### config.mk
export PLATFORM = sky130hd
export DESIGN_NAME = hdmi_mode_gen
export DESIGN_NICKNAME = d
export VERILOG_FILES = /design/src/hw/video_mode_pkg.sv /design/src/hw/clkgen_pkg.sv /design/src/hw/switch_sync.sv /design/src/hw/mode_ctrl.sv /design/src/hw/video_timing.sv /design/src/hw/clkgen_prog.sv /design/src/hw/hdmi_mode_gen.sv
export VERILOG_INCLUDE_DIRS = /design/src /design/src/hw
export SDC_FILE = /design/constraint.sdc
export NUM_CORES = 1
export LEC_CHECK = 0
export BUFFER_PORTS_ARGS = -buffer_cell sky130_fd_sc_hd__clkbuf_2
export CORE_ASPECT_RATIO = 0.5
export CORE_UTILIZATION = 62
export DETAILED_ROUTE_END_ITERATION = 7
export PLACE_DENSITY = 0.9
export SYNTH_ARGS = -nofsm -noshare
export SYNTH_HDL_FRONTEND = slang
export SYNTH_SLANG_ARGS = --single-unit
export TNS_END_PERCENT = 30
### constraint.sdc
create_clock -name clk50m_bufg -period 4.51 [get_ports clk50m_bufg]
set_input_delay 0.902 -clock clk50m_bufg [delete_from_list [all_inputs] [get_ports clk50m_bufg]]
set_output_delay 0.902 -clock clk50m_bufg [all_outputs]
set_load 0.02 [all_outputs]
### src/hw/video_defs.svh
`ifndef VIDEO_DEFS_SVH
`define VIDEO_DEFS_SVH

////////////////////////////////////////////////////////////////////////////
// Video timing
////////////////////////////////////////////////////////////////////////////

// Counter and timing width, covers the longest line and frame
`define VID_CNT_W 11

////////////////////////////////////////////////////////////////////////////
// Mode switches
////////////////////////////////////////////////////////////////////////////

`define SW_W 4          // Switch vector width
`define SYNC_STAGES 2   // Metastability flops
`define DEBOUNCE_LEN 64 // Cycles the vector must hold still

////////////////////////////////////////////////////////////////////////////
// Clock synthesizer programmer
////////////////////////////////////////////////////////////////////////////

`define CLKGEN_VAL_W 8  // M or D value bits
`define CLKGEN_CMD_W 2  // Command bits ahead of the value
`define CLKGEN_GAP 2    // Idle cycles after each frame

`endif

### src/hw/video_mode_pkg.sv
`include "video_defs.svh"

package video_mode_pkg;

	typedef logic [`VID_CNT_W-1:0] vid_cnt_t;

	// Switch codes as read from the board
	typedef enum logic [3:0] {
		MODE_VGA    = 4'b0000,
		MODE_SVGA   = 4'b0001,
		MODE_720P   = 4'b0010,
		MODE_XGA    = 4'b0011,
		MODE_SXGA   = 4'b1000,
		MODE_CAMERA = 4'b1001
	} mode_t;

	// Terminal counts, all relative to count 0 at first active pixel
	typedef struct packed {
		logic     neg_pol;      // 1 means sync pulses low
		vid_cnt_t h_active_end; // Last active pixel
		vid_cnt_t h_sync_start;
		vid_cnt_t h_sync_end;
		vid_cnt_t h_line_end;   // Last count of the line
		vid_cnt_t v_active_end; // Last active line
		vid_cnt_t v_sync_start;
		vid_cnt_t v_sync_end;
		vid_cnt_t v_frame_end;  // Last line of the frame
	} mode_timing_t;

	// Builds the cumulative counts from active, porch and sync sizes
	function automatic mode_timing_t make_timing(input logic neg,
		input int ha, hfp, hs, hbp, input int va, vfp, vs, vbp);
		mode_timing_t t;
		t.neg_pol      = neg;
		t.h_active_end = vid_cnt_t'(ha - 1);
		t.h_sync_start = vid_cnt_t'(ha - 1 + hfp);
		t.h_sync_end   = vid_cnt_t'(ha - 1 + hfp + hs);
		t.h_line_end   = vid_cnt_t'(ha - 1 + hfp + hs + hbp);
		t.v_active_end = vid_cnt_t'(va - 1);
		t.v_sync_start = vid_cnt_t'(va - 1 + vfp);
		t.v_sync_end   = vid_cnt_t'(va - 1 + vfp + vs);
		t.v_frame_end  = vid_cnt_t'(va - 1 + vfp + vs + vbp);
		return t;
	endfunction

	// Per mode table
	function automatic mode_timing_t mode_timing(input mode_t mode);
		mode_timing_t t;
		case (mode)
			MODE_VGA:    t = make_timing(1'b1,  640,  16,  96,  48,  480, 11, 2, 31);
			MODE_SVGA:   t = make_timing(1'b0,  800,  40, 128,  88,  600,  1, 4, 23);
			MODE_XGA:    t = make_timing(1'b1, 1024,  24, 136, 160,  768,  3, 6, 29);
			MODE_SXGA:   t = make_timing(1'b0, 1280,  48, 112, 248, 1024,  1, 3, 38);
			MODE_CAMERA: t = make_timing(1'b0, 1280, 110,  39, 220,  720,  4, 4, 22);
			default:     t = make_timing(1'b0, 1280, 110,  40, 220,  720,  5, 5, 20); // 720p
		endcase
		return t;
	endfunction

endpackage

### src/hw/clkgen_pkg.sv
`include "video_defs.svh"

package clkgen_pkg;

	// Command field, shifted out ahead of the value
	typedef enum logic [`CLKGEN_CMD_W-1:0] {
		LOAD_D = 2'b01,
		LOAD_M = 2'b11
	} clkgen_cmd_t;

	// Both values are stored minus one
	typedef struct packed {
		logic [`CLKGEN_VAL_W-1:0] m;
		logic [`CLKGEN_VAL_W-1:0] d;
	} clkgen_md_t;

	function automatic clkgen_md_t md_pair(input int mult, input int div);
		clkgen_md_t md;
		md.m = (`CLKGEN_VAL_W)'(mult - 1);
		md.d = (`CLKGEN_VAL_W)'(div - 1);
		return md;
	endfunction

	// 50 MHz in, pixel clock out
	function automatic clkgen_md_t clkgen_values(input logic [`SW_W-1:0] code);
		clkgen_md_t md;
		case (code)
			4'b0000: md = md_pair(2, 4);      // VGA 25 MHz
			4'b0001: md = md_pair(4, 5);      // SVGA 40 MHz
			4'b0011: md = md_pair(13, 10);    // XGA 65 MHz
			4'b1000: md = md_pair(54, 25);    // SXGA 108 MHz
			4'b1001: md = md_pair(135, 91);   // Camera
			default: md = md_pair(248, 167);  // 720p 74.25 MHz
		endcase
		return md;
	endfunction

endpackage

### src/hw/switch_sync.sv
`timescale 1ns/1ps
`include "video_defs.svh"

module switch_sync (
	input  logic             clk50m_bufg,
	input  logic             RSTBTN,
	input  logic [`SW_W-1:0] sw,        // Raw board switches
	output logic [`SW_W-1:0] sw_stable, // Debounced copy
	output logic             sw_valid   // First stable value seen
);

	localparam int CNT_W = $clog2(`DEBOUNCE_LEN + 1);

	logic [`SYNC_STAGES-1:0][`SW_W-1:0] sync_q;
	logic [`SW_W-1:0]                   sync_val;
	logic [`SW_W-1:0]                   sync_last; // Value being timed
	logic [CNT_W-1:0]                   stab_cnt;

	assign sync_val = sync_q[`SYNC_STAGES-1];

	always_ff @(posedge clk50m_bufg) begin
		if (RSTBTN) begin
			sync_q    <= '0;
			sync_last <= '0;
			stab_cnt  <= '0;
			sw_valid  <= 1'b0;
		end else begin
			sync_q <= {sync_q[`SYNC_STAGES-2:0], sw};
			if (sync_val != sync_last) begin // Any bit moved
				sync_last <= sync_val;
				stab_cnt  <= '0;
			end else if (stab_cnt != CNT_W'(`DEBOUNCE_LEN)) begin
				stab_cnt <= stab_cnt + 1'b1;
			end
			if (sync_val == sync_last && stab_cnt == CNT_W'(`DEBOUNCE_LEN - 1))
				sw_valid <= 1'b1;
		end
	end

	// Accept once per quiet period, count then parks at the limit
	always_ff @(posedge clk50m_bufg) begin
		if (sync_val == sync_last && stab_cnt == CNT_W'(`DEBOUNCE_LEN - 1))
			sw_stable <= sync_last;
	end

endmodule

### src/hw/mode_ctrl.sv
`timescale 1ns/1ps
`include "video_defs.svh"

module mode_ctrl (
	input  logic                  clk50m_bufg,
	input  logic                  RSTBTN,
	input  logic [`SW_W-1:0]      sw_stable,
	input  logic                  sw_valid,
	input  logic                  busy,      // Programmer running
	output video_mode_pkg::mode_t mode,      // Timing mode, unknown codes folded
	output logic [`SW_W-1:0]      mode_code, // Raw code for the clock table
	output logic                  restart,
	output logic                  go
);

	import video_mode_pkg::*;

	logic  have_mode; // A value was taken since reset
	logic  pending;   // Change waiting for the programmer
	logic  change;
	logic  prog_busy;
	mode_t next_mode;

	// New accepted value, or the first one after reset
	assign change = sw_valid && (!have_mode || sw_stable != mode_code);

	// Busy rises the cycle after go, so cover that cycle too
	assign prog_busy = busy | go;

	// Fold unlisted codes onto 720p
	always_comb begin
		case (sw_stable)
			MODE_VGA, MODE_SVGA, MODE_720P, MODE_XGA, MODE_SXGA, MODE_CAMERA:
				next_mode = mode_t'(sw_stable);
			default:
				next_mode = MODE_720P;
		endcase
	end

	////////////////////////////////////////////////////////////////////////////
	// Mode register and pulse generation
	////////////////////////////////////////////////////////////////////////////

	always_ff @(posedge clk50m_bufg) begin
		if (RSTBTN) begin
			have_mode <= 1'b0;
			pending   <= 1'b0;
			mode      <= MODE_VGA;
			mode_code <= '0;
			restart   <= 1'b0;
			go        <= 1'b0;
		end else begin
			restart <= 1'b0; // Single cycle pulses
			go      <= 1'b0;
			if (change) begin
				have_mode <= 1'b1;
				mode      <= next_mode;
				mode_code <= sw_stable;
				restart   <= 1'b1;    // Timing restarts at once
				go        <= !prog_busy;
				pending   <= prog_busy; // Else send when idle
			end else if (pending && !prog_busy) begin
				go      <= 1'b1;      // Latest mode_code goes out
				pending <= 1'b0;
			end
		end
	end

endmodule

### src/hw/video_timing.sv
`timescale 1ns/1ps

module video_timing (
	input  logic                  clk50m_bufg,
	input  logic                  RSTBTN,
	input  logic                  restart,
	input  video_mode_pkg::mode_t mode,
	output logic                  hsync,
	output logic                  vsync,
	output logic                  de
);

	import video_mode_pkg::*;

	mode_timing_t tm;
	vid_cnt_t     hcnt;
	vid_cnt_t     vcnt;
	logic         running;  // Set by the first restart
	logic         line_end;
	logic         hblnk;
	logic         vblnk;
	logic         hsync_raw;
	logic         vsync_raw;
	logic         active;
	logic         hsync_q;  // First output stage
	logic         vsync_q;
	logic         active_q;

	assign tm = mode_timing(mode);

	////////////////////////////////////////////////////////////////////////////
	// Counters
	////////////////////////////////////////////////////////////////////////////

	assign line_end = (hcnt >= tm.h_line_end);

	always_ff @(posedge clk50m_bufg) begin
		if (RSTBTN) begin
			running <= 1'b0;
			hcnt    <= '0;
			vcnt    <= '0;
		end else if (restart) begin
			running <= 1'b1;
			hcnt    <= '0;
			vcnt    <= '0;
		end else if (running) begin
			if (line_end) begin
				hcnt <= '0;
				// Vertical steps once per line
				if (vcnt >= tm.v_frame_end)
					vcnt <= '0;
				else
					vcnt <= vcnt + 1'b1;
			end else begin
				hcnt <= hcnt + 1'b1;
			end
		end
	end

	// Blanking past the active region
	assign hblnk = (hcnt > tm.h_active_end);
	assign vblnk = (vcnt > tm.v_active_end);

	// Sync window is (start, end]
	assign hsync_raw = (hcnt > tm.h_sync_start) && (hcnt <= tm.h_sync_end);
	assign vsync_raw = (vcnt > tm.v_sync_start) && (vcnt <= tm.v_sync_end);

	assign active = running && !hblnk && !vblnk;

	////////////////////////////////////////////////////////////////////////////
	// Output pipeline
	////////////////////////////////////////////////////////////////////////////

	always_ff @(posedge clk50m_bufg) begin
		if (RSTBTN) begin
			hsync_q  <= 1'b0;
			vsync_q  <= 1'b0;
			active_q <= 1'b0;
			hsync    <= 1'b0;
			vsync    <= 1'b0;
			de       <= 1'b0;
		end else begin
			// Polarity only once running, outputs stay low before that
			hsync_q  <= running && (hsync_raw ^ tm.neg_pol);
			vsync_q  <= running && (vsync_raw ^ tm.neg_pol);
			active_q <= active;
			hsync    <= hsync_q;
			vsync    <= vsync_q;
			de       <= active_q;
		end
	end

endmodule

### src/hw/clkgen_prog.sv
`timescale 1ns/1ps
`include "video_defs.svh"

module clkgen_prog (
	input  logic             clk50m_bufg,
	input  logic             RSTBTN,
	input  logic             go,        // Start pulse, only while idle
	input  logic [`SW_W-1:0] mode_code,
	output logic             busy,
	output logic             progen,    // Frame enable
	output logic             progdata   // Serial data, LSB first
);

	import clkgen_pkg::*;

	localparam int FRAME_LEN = `CLKGEN_CMD_W + `CLKGEN_VAL_W; // Command plus value
	localparam int BIT_W     = $clog2(FRAME_LEN);
	localparam int GAP_W     = $clog2(`CLKGEN_GAP + 1);

	typedef enum logic [1:0] {ST_IDLE, ST_ARM, ST_SEND, ST_GAP} state_t;

	state_t               state;
	clkgen_md_t           md_q;      // Values latched on go
	logic [FRAME_LEN-1:0] shreg;
	logic [BIT_W-1:0]     bit_cnt;   // Bits left in this frame
	logic [GAP_W-1:0]     gap_cnt;
	logic [1:0]           frame_idx; // 0 D, 1 M, 2 GO

	assign progdata = shreg[0];

	always_ff @(posedge clk50m_bufg) begin
		if (go && state == ST_IDLE)
			md_q <= clkgen_values(mode_code);
	end

	////////////////////////////////////////////////////////////////////////////
	// Frame sequencer
	////////////////////////////////////////////////////////////////////////////

	always_ff @(posedge clk50m_bufg) begin
		if (RSTBTN) begin
			state     <= ST_IDLE;
			busy      <= 1'b0;
			progen    <= 1'b0;
			shreg     <= '0;
			bit_cnt   <= '0;
			gap_cnt   <= '0;
			frame_idx <= '0;
		end else begin
			case (state)
				ST_IDLE: if (go) begin
					busy  <= 1'b1;
					state <= ST_ARM; // Values settle one cycle
				end
				ST_ARM: begin
					shreg     <= {md_q.d, LOAD_D};
					bit_cnt   <= BIT_W'(FRAME_LEN - 1);
					frame_idx <= 2'd0;
					progen    <= 1'b1;
					state     <= ST_SEND;
				end
				ST_SEND: if (bit_cnt == '0) begin
					progen  <= 1'b0;
					shreg   <= '0;     // Data low between frames
					gap_cnt <= GAP_W'(`CLKGEN_GAP - 1);
					state   <= ST_GAP;
				end else begin
					shreg   <= shreg >> 1;
					bit_cnt <= bit_cnt - 1'b1;
				end
				ST_GAP: if (gap_cnt != '0) begin
					gap_cnt <= gap_cnt - 1'b1;
				end else if (frame_idx == 2'd0) begin
					shreg     <= {md_q.m, LOAD_M};
					bit_cnt   <= BIT_W'(FRAME_LEN - 1);
					frame_idx <= 2'd1;
					progen    <= 1'b1;
					state     <= ST_SEND;
				end else if (frame_idx == 2'd1) begin
					shreg     <= FRAME_LEN'(1); // GO is a single high bit
					bit_cnt   <= '0;
					frame_idx <= 2'd2;
					progen    <= 1'b1;
					state     <= ST_SEND;
				end else begin
					busy  <= 1'b0;
					state <= ST_IDLE;
				end
				default: state <= ST_IDLE;
			endcase
		end
	end

endmodule

### src/hw/hdmi_mode_gen.sv
`timescale 1ns/1ps
`include "video_defs.svh"

module hdmi_mode_gen (
	input  logic             clk50m_bufg,
	input  logic             RSTBTN,
	input  logic [`SW_W-1:0] sw,
	output logic             hsync,
	output logic             vsync,
	output logic             de,
	output logic             progen,
	output logic             progdata,
	output logic             busy
);

	import video_mode_pkg::*;

	logic [`SW_W-1:0] sw_stable;
	logic             sw_valid;
	mode_t            mode;
	logic [`SW_W-1:0] mode_code;
	logic             restart;
	logic             go;

	////////////////////////////////////////////////////////////////////////////
	// Switch input and mode control
	////////////////////////////////////////////////////////////////////////////

	switch_sync i_switch_sync (
		.clk50m_bufg(clk50m_bufg), .RSTBTN(RSTBTN), .sw(sw),
		.sw_stable(sw_stable), .sw_valid(sw_valid)
	);

	mode_ctrl i_mode_ctrl (
		.clk50m_bufg(clk50m_bufg), .RSTBTN(RSTBTN),
		.sw_stable(sw_stable), .sw_valid(sw_valid), .busy(busy),
		.mode(mode), .mode_code(mode_code), .restart(restart), .go(go)
	);

	// Sync and DE for the DVI transmitter
	video_timing i_video_timing (
		.clk50m_bufg(clk50m_bufg), .RSTBTN(RSTBTN), .restart(restart), .mode(mode),
		.hsync(hsync), .vsync(vsync), .de(de)
	);

	// Serial port of the pixel clock synthesizer
	clkgen_prog i_clkgen_prog (
		.clk50m_bufg(clk50m_bufg), .RSTBTN(RSTBTN), .go(go), .mode_code(mode_code),
		.busy(busy), .progen(progen), .progdata(progdata)
	);

endmodule

[Word-level counts from Yosys, hierarchy flattened]
Index checks and enable logic that the tools add are counted.
Storage, ports and cells
  memories kept: 0
  memory bits (read-only): 0
  bits of input ports: 6
  output and inout bits: 6
  bits in registers: 103
  bits in latches: 0
  bits in writable memories: 0
  logic and storage cells: 157
Cells by class
  add/sub/neg operators: 5
  shift operators: 0
  reductions and logical operators: 38
  bitwise operators: 3
  div/mod/pow operators: 0
  order comparisons: 8
  multipliers: 0
  muxes and demuxes: 43
  equality and inequality tests: 30
Operators with widths (count)
  89-bit case mux with 5 select lines: 1
  16-bit case mux with 5 select lines: 1
  11-bit greater-than comparator: 4
  10-bit 2-to-1 mux: 3
  10-bit case mux with 3 select lines: 1
  4-bit equality test, second input constant: 6
  11-bit by 1-bit adder with 11-bit output, second input constant: 2
  11-bit >= comparator: 2
  11-bit less-or-equal comparator: 2
  11-bit 2-to-1 mux: 2
  2-bit 2-to-1 mux: 10
  4-bit 2-to-1 mux: 5
  4-bit by 2-bit equality test with 1-bit output, second input constant: 4
  4-bit zero test: 4
  1-bit 2-to-1 mux: 13
  4-bit by 1-bit equality test with 1-bit output, second input constant: 3
  4-bit case mux with 3 select lines: 1
  3-bit AND reduction: 4
  1-bit logical AND: 10
  2-bit != test, second input constant: 5
  2-bit nonzero test: 5
  9-bit 2-to-1 mux: 1
  4-bit != test: 2
  2-bit case mux with 2 select lines: 2
  other kinds (24): 34

[Logic depth before layout (Yosys ltp)]
Gate-level depths: netlist (run 1).
  depth after elaboration: 6
  mapped depth: 16

[Modules after synthesis]
A second synthesis (run 1) with hierarchy kept.
Second synthesis, totals
  cells, all modules: 638
  area total of the unflattened synthesis: 5914.4 µm²
Modules (own cells, without submodules)
  video_timing: area each 2805.2 µm², instances 1, cells an instance 339
  clkgen_prog: area each 1666.6 µm², instances 1, cells an instance 166
  switch_sync: area each 880.8 µm², instances 1, cells an instance 78
  mode_ctrl: area each 561.8 µm², instances 1, cells an instance 55

[Worst setup path before layout (run 1)]
OpenSTA, ideal clock, no wires.
  path kind: flip-flop to flip-flop
  start point: register i_mode_ctrl.mode[3]
  end point: register i_video_timing.vcnt[8]
  data arrival time: 3.049 ns
  setup slack: 1.391 ns
  stages on the path, launching flop included: 15
  period minus slack after synthesis: 3.119 ns
  path through: dfxtp_1 -> buf_6 -> nor3_4 -> inv_1 -> nor2_1 -> inv_1 -> nand2_1 -> inv_1 -> ha_1 -> nand4_1 -> o41ai_2 -> or2b_2 -> o211ai_4 -> or4_1 -> a21oi_1
On the way
  longest elaborated chain between the ends: 4
  elaborated cells on any way between the ends: 10
  those cells by class: 2 x order compare; 4 x eq/ne; 2 x mux; 2 x reduce/logical
RTL lines
  start: declaration: line mode_ctrl.sv:10  | output video_mode_pkg::mode_t mode,
  start signal: assignment: line mode_ctrl.sv:57  | mode <= next_mode;
  4-bit equality test (tied with other cells): line video_mode_pkg.sv:49  | case (mode)
  89-bit case mux with 5 select lines *: line video_mode_pkg.sv:49
  11-bit >= comparator, on equally long branches: line video_timing.sv:50, video_timing.sv:35
  11-bit 2-to-1 mux or 2-bit AND reduction (tied branches)
  end signal: assignment: line video_timing.sv:53  | vcnt <= vcnt + 1'b1;
  end: declaration: line video_timing.sv:17  | vid_cnt_t vcnt;
Every way passes the cells marked *; elsewhere a longest branch is shown, timed or not.
A chain may end at the register's enable or synchronous reset.

[Final worst setup path (run 1)]
  start point: register i_mode_ctrl.mode[3]
  end point: register i_video_timing.vcnt[1]
Same word-level chain as after synthesis.

==> summary.txt, run 1 <==
Outcome: completed
All-Layer GR Usage: 27.9%
Fin cells: 756
Fraction of layout cells with a size suffix above 1: 6.89%
TritonCTS clock tree: yes
Drt first pass iters: 5
Avg Cell Area, Syn: 8.96 sq um
Hold/Removal Path Class: flop to flop
Pwr/cell area: 301 mW/mm^2
Max-slew violation count: 0
Syn-to-layout area delta: 8.46%
Worst rel slew slack: 29.8%
First-pass GRT wire length: 20800 um
Clock transition at path regs: 0.07 ns
Ys async rst share: 0%
Post-synth top area cell: dfxtp_1
CTS resizes: 0
DR DRC count: 0
Hpwl dp: 8680 um
RSZ-0062 raised after global routing: false
Setup crit start kind: flop
Initial core utilization: 64.5%
Clk_lat worst skew: 0.35 ns
Maximum fanout along the worst path: 11
Final number of setup-violating endpoints: 0
Gate Count Post-Synth: 631
Core ar.: 0.00877 sq mm
Area occupied by multi-input gates: 0.00324 sq mm
Largest net degree at the start of global routing: 53
Cts bufs inserted: 9
Cell variety after synth: 64
Die area: 0.00953 sq mm
Worst Skew: 0.00986 ns
Fin crit share: 81.2%
Clock sink total: 100
Critical Setup Path Class: flop to flop
Clk buf depth: 2
Post-synth EDFFs: 17
Initial antenna violation count: 0
Yosys reg bits: 100
Worst Path Required: 4.79 ns
Final hold vios: 0
RD Place Congestion: 0.957
GRT overflow: 0
Post-synth top area share: 29.4%
YS warnings: 0
Number of port buffers: 11
Setup_tns: 0 ns
Total setup buffers inserted after CTS: 0
Placed insts: 740
MaxCap Viol Count: 0
Layout Nets: 700
Row count: 24
Routed wire length: 12300 um
Antenna-violating nets left: 0
Filler cells: 620
Ant diodes: 0
Die height: 69.5 um
Syn nets: 697
CTS H-tree depth: 3
Worst vdd ir: 0.213 mV
Root buffer cell: clkbuf_16
CP Data Arrival Time: 3.94 ns
I/O pin count: 12
Vias: 4695
Most used DFF post-synth: dfxtp_1
Vias in the first global route: 4430
Worst Tran Pin Value: 1.04 ns
Register area share after synthesis: 38.4%
DIE WIDTH: 137 um
DR vias/cell: 6.21
FF+latch area: 0.00217 sq mm
Max Clock Freq: 273 MHz
Crit. End Element: flop
Drt initial violations: 382
Post-route minimum period: 3.66 ns
Leakage power: 2.60 nW
Top post-synthesis cells by area: dfxtp_1, ha_1, edfxtp_1, nor2_1, a21oi_1
Cell Area, Synth: 0.00565 sq mm
Avg WL per Cell: 16.2 um
Hold_buf cts: 0
-- flip-flops by register name, indices dropped and copies added (netlist names), 4 cells and up --
register and cells:
i_clkgen_prog.bit_cnt 4, i_clkgen_prog.md_q 13, i_clkgen_prog.shreg 10, i_mode_ctrl.mode 4
i_mode_ctrl.mode_code 4, i_switch_sync.stab_cnt 7, i_switch_sync.sw_stable 4, i_switch_sync.sync_last 4
i_switch_sync.sync_q 4, i_switch_sync.sync_val 4, i_video_timing.hcnt 11, i_video_timing.vcnt 11
-- routing by layer --
layer	GRT usage, %	vias up	wire length, um
li1	-	2265	-
met1	35.6	2217	5380
met2	45.3	181	5840
met3	6.51	32	727
met4	11.6	0	311
met5	0	-	0
-- cell families (layout without fill, tap and decap cells) --
| group | count (synthesis) | after routing | synth area share, % |
|---|---|---|---|
| and+or+nand+nor | 228 | 228 | 19.9 |
| xor gates and xnor gates | 37 | 37 | 5.73 |
| AOI/OAI and AO/OA | 136 | 136 | 16.4 |
| adders and majority gates | 62 | 62 | 13.7 |
| buffers and inverters | 59 | 67 | 4.29 |
| DFF | 100 | 100 | 38.4 |
| muxes | 9 | 9 | 1.59 |
-- cell usage in the layout, fill, tap and decap left out, drive strengths merged, types with 4 or more instances in the layout --
cell	instances
or2	4
nor3	15
nand2	53
clkbuf	20
o41ai	4
ha	60
and3	7
dfxtp	83
nor2b	20
o211ai	4
a222oi	6
or3	4
nand4	19
inv	38
nor2	73
o21a	5
edfxtp	17
nand2b	7
xnor2	18
mux2i	9
o21ai	21
xor2	19
a21oi	45
a21o	7
a211oi	15
nand3	12
o31ai	8
-- critical path: stages (launching register included) --
cell and delay [ns]:
dfxtp_1 0.40, nor3_4 0.43, inv_1 0.24, nor2_1 0.27, inv_1 0.15, nand2_1 0.16
inv_1 0.11, ha_1 0.31, a21oi_1 0.21, or2b_2 0.35, o21ai_1 0.40, nand2_1 0.33
o22ai_1 0.23
-- synthesized netlist by cell type, drive strengths merged, types with 5 or more instances --
cell type and count:
nor2b 20, xnor2 18, nand4 19, o31ai 8
inv 36, buf 7, nand2 53, a222oi 6
xor2 19, a21o 7, a21oi 45, ha 60
nor2 73, clkbuf 15, edfxtp 17, nor3 15
nand2b 7, nand3 12, dfxtp 83, a211oi 15
and3 7, o21a 5, mux2i 9, o21ai 21
-- final timing paths --
path	to	from	slack [ns]	depth (start not counted)
worst max-delay path	i_video_timing.vcnt[1]	i_mode_ctrl.mode[3]	0.85	12
worst min-delay path	i_video_timing.de	i_video_timing.active_q	0.44	1
worst max register to register	i_video_timing.vcnt[1]	i_mode_ctrl.mode[3]	0.85	12
worst min register to register	i_video_timing.de	i_video_timing.active_q	0.44	1
-- stage by stage --
stage	hold WS (ns)	setup WS (ns)	cell area [sq um]	total power, mW	utilization [%]
after floorplan	0.414	1.39	5650	0.955	-
after global placement	0.415	1.09	5770	0.962	65.8
after detailed placement	0.425	0.912	5770	0.964	65.8
after CTS	0.445	0.884	6130	1.86	69.9
after global routing	0.462	0.534	6130	1.89	69.9
final	0.441	0.846	6130	1.85	69.9
-- final cells by class --
| cell class | count | area share, % |
|---|---|---|
| multi-input cells | 472 | 52.8 |
| flip-flops and latches | 100 | 35.4 |
| clock buffers | 9 | 3.67 |
| well taps | 117 | 2.39 |
| inverters | 37 | 2.27 |
| clock inverters | 7 | 2.16 |
| repair buffers | 14 | 1.27 |
-- power breakdown --
group	switching (mW)	total (mW)	internal, mW
combinational	0.0189	0.0301	0.0113
clock	0.352	0.904	0.552
sequential	0.00381	0.913	0.909
(Power assumes the default switching activity.)
==> run 2: changes to the inputs <==
- clock period: 4.51 -> 3.4 ns (I/O delays scaled with it)
==> run 2 against run 1 <==
  * Final area shrank 0.35%
  * First-iteration DRC count grew 18%
  * Die area is the same
  * Combinational power grew 36%
  * Core utilization shrank 0.24 points
  * Register-to-register slack lost 0.59 ns
  * Critical path type unchanged
  * Critical endpoint is now i_video_timing.vcnt[8]
  * Largest power group unchanged
==> summary.txt, run 2 (synthesis gave the netlist of run 1 again) <==
Die area: 0.00953 sq mm
Core ar.: 0.00877 sq mm
Area after DPL: 0.00582 sq mm
Worst vdd ir: 0.252 mV
Initial antenna violation count: 0
Max-slew violation count: 0
FF+latch area: 0.00217 sq mm
DIE WIDTH: 137 um
Worst hold slack: 0.440 ns
Final number of setup-violating endpoints: 0
Avg WL per Cell: 16.6 um
Final hold vios: 0
Most common cell after layout, fill and taps aside: dfxtp_1
Util after Layout: 69.7%
Antenna-violating nets left: 0
Hold/Removal Path Class: flop to flop
Routed wire length: 12700 um
Vias: 4817
Sw frac: 21.5%
Crit. End Element: flop
Largest regs: i_clkgen_prog.md_q: 13 flops, i_video_timing.hcnt: 11 flops, i_video_timing.vcnt: 11 flops
Drt first pass iters: 6
Fin crit share: 92.6%
Setup WS pre-CTS: 0.128 ns
Most frequent cells in the layout: dfxtp_1, nor2_1, ha_1
Largest register FFs: 13
Drt initial violations: 449
Cts bufs inserted: 9
GRT overflow: 0
Max Clock Freq: 318 MHz
Clock transition at path regs: 0.07 ns
CP Data Arrival Time: 3.43 ns
Pwr Total: 2.19 mW
Clock power frac: 42.9%
Row count: 24
Leakage power: 2.58 nW
Clk buf depth: 2
Largest net degree at the start of global routing: 53
Worst rel slew slack: 31.2%
Filler cells: 638
RD Place Congestion: 0.970
CTS H-tree depth: 3
Net Sw Power: 472 uW
Reg with most FFs: i_clkgen_prog.md_q
Placed insts: 746
Maximum fanout along the worst path: 8
Setup ws final: 0.252 ns
Initial core utilization: 64.5%
Final instance area: 0.00611 sq mm
MaxCap Viol Count: 0
Fin cells: 764
Critical Setup Path Class: flop to flop
Fraction of layout cells with a size suffix above 1: 8.04%
Internal power: 1.72 mW
All-Layer GR Usage: 28.7%
Syn-to-layout area delta: 8.08%
TritonCTS clock tree: yes
Layout Nets: 708
Hpwl dp: 8830 um
DR vias/cell: 6.30
Setup_tns: 0 ns
RSZ-0062 raised after global routing: false
Pwr/cell area: 359 mW/mm^2
I/O pin count: 12
Post-route minimum period: 3.15 ns
Clk_lat worst skew: 0.35 ns
Sequential power share: 55.2%
Number of port buffers: 11
Ant diodes: 0
First-pass GRT wire length: 21400 um
Setup crit start kind: flop
Clock sink total: 100
Worst Tran Pin Value: 1.02 ns
Vias in the first global route: 4633
Comb power frac: 1.9%
Worst Skew: 0.00965 ns
Worst Path Required: 3.68 ns
Root buffer cell: clkbuf_16
Hold_buf cts: 0
Outcome: completed
Area occupied by multi-input gates: 0.00324 sq mm
DR DRC count: 0
Die height: 69.5 um
[run 2: cell types whose count changed in the layout (fill, tap and decap cells not counted), sizes merged]
cell / previous run / this run
buf: 3 / 11
bufinv: 3 / 0
clkbuf: 20 / 22
clkinvlp: 0 / 2
inv: 38 / 37
[run 2: path summary, 6_finish.rpt]
check	start	end	slack, ns	cells after the start
setup / recovery	i_mode_ctrl.mode[3]	i_video_timing.vcnt[8]	0.25	14
hold / removal	i_video_timing.hsync_q	i_video_timing.hsync	0.44	1
setup reg to reg	i_mode_ctrl.mode[3]	i_video_timing.vcnt[8]	0.25	14
hold reg to reg	i_video_timing.hsync_q	i_video_timing.hsync	0.44	1
[run 2: timing repair]
| action | in CTS | in global routing |
|---|---|---|
| gates resized for setup | 0 | 4 |
| endpoints found under the hold margin | 0 | 0 |
| endpoints found under the setup margin | 0 | 20 |
| buffers inserted | 0 | 2 |
[run 2: power groups by stage]
stage | clock network (mW) | registers (mW) | logic [mW]
after detailed placement | 0 | 1.24 | 0.0403
after global routing | 0.999 | 1.21 | 0.0459
after CTS | 0.952 | 1.21 | 0.0407
after floorplan | 0 | 1.24 | 0.0302
after global placement | 0 | 1.24 | 0.0397
final | 0.941 | 1.21 | 0.0408
[run 2: area by class of cell]
class                   instances  area share (%)
repair buffers                 22            2.25
clock inverters                 5           0.594
multi-input cells             472            53.1
inverters                      37            2.27
flip-flops and latches        100            35.6
well taps                     117            2.40
clock buffers                  11            3.81
[run 2: metal layers]
layer,track usage (%),share of wire [%],vias to the layer above
met4,12.6,3.3,0
met3,7.68,7.0,53
met1,35.2,42,2244
li1,-,-,2284
met2,47.1,47,236
met5,0,0,-
[run 2: critical path: stages, from the launching register on]
cell,delay (ns)
dfxtp_2,0.37
nand2b_1,0.16
or2_2,0.31
inv_2,0.10
and2_1,0.16
inv_1,0.10
nand2_1,0.10
inv_1,0.09
ha_1,0.33
nand4_1,0.10
o41ai_2,0.29
or2b_4,0.21
o211ai_4,0.11
or4_1,0.51
a21oi_1,0.15
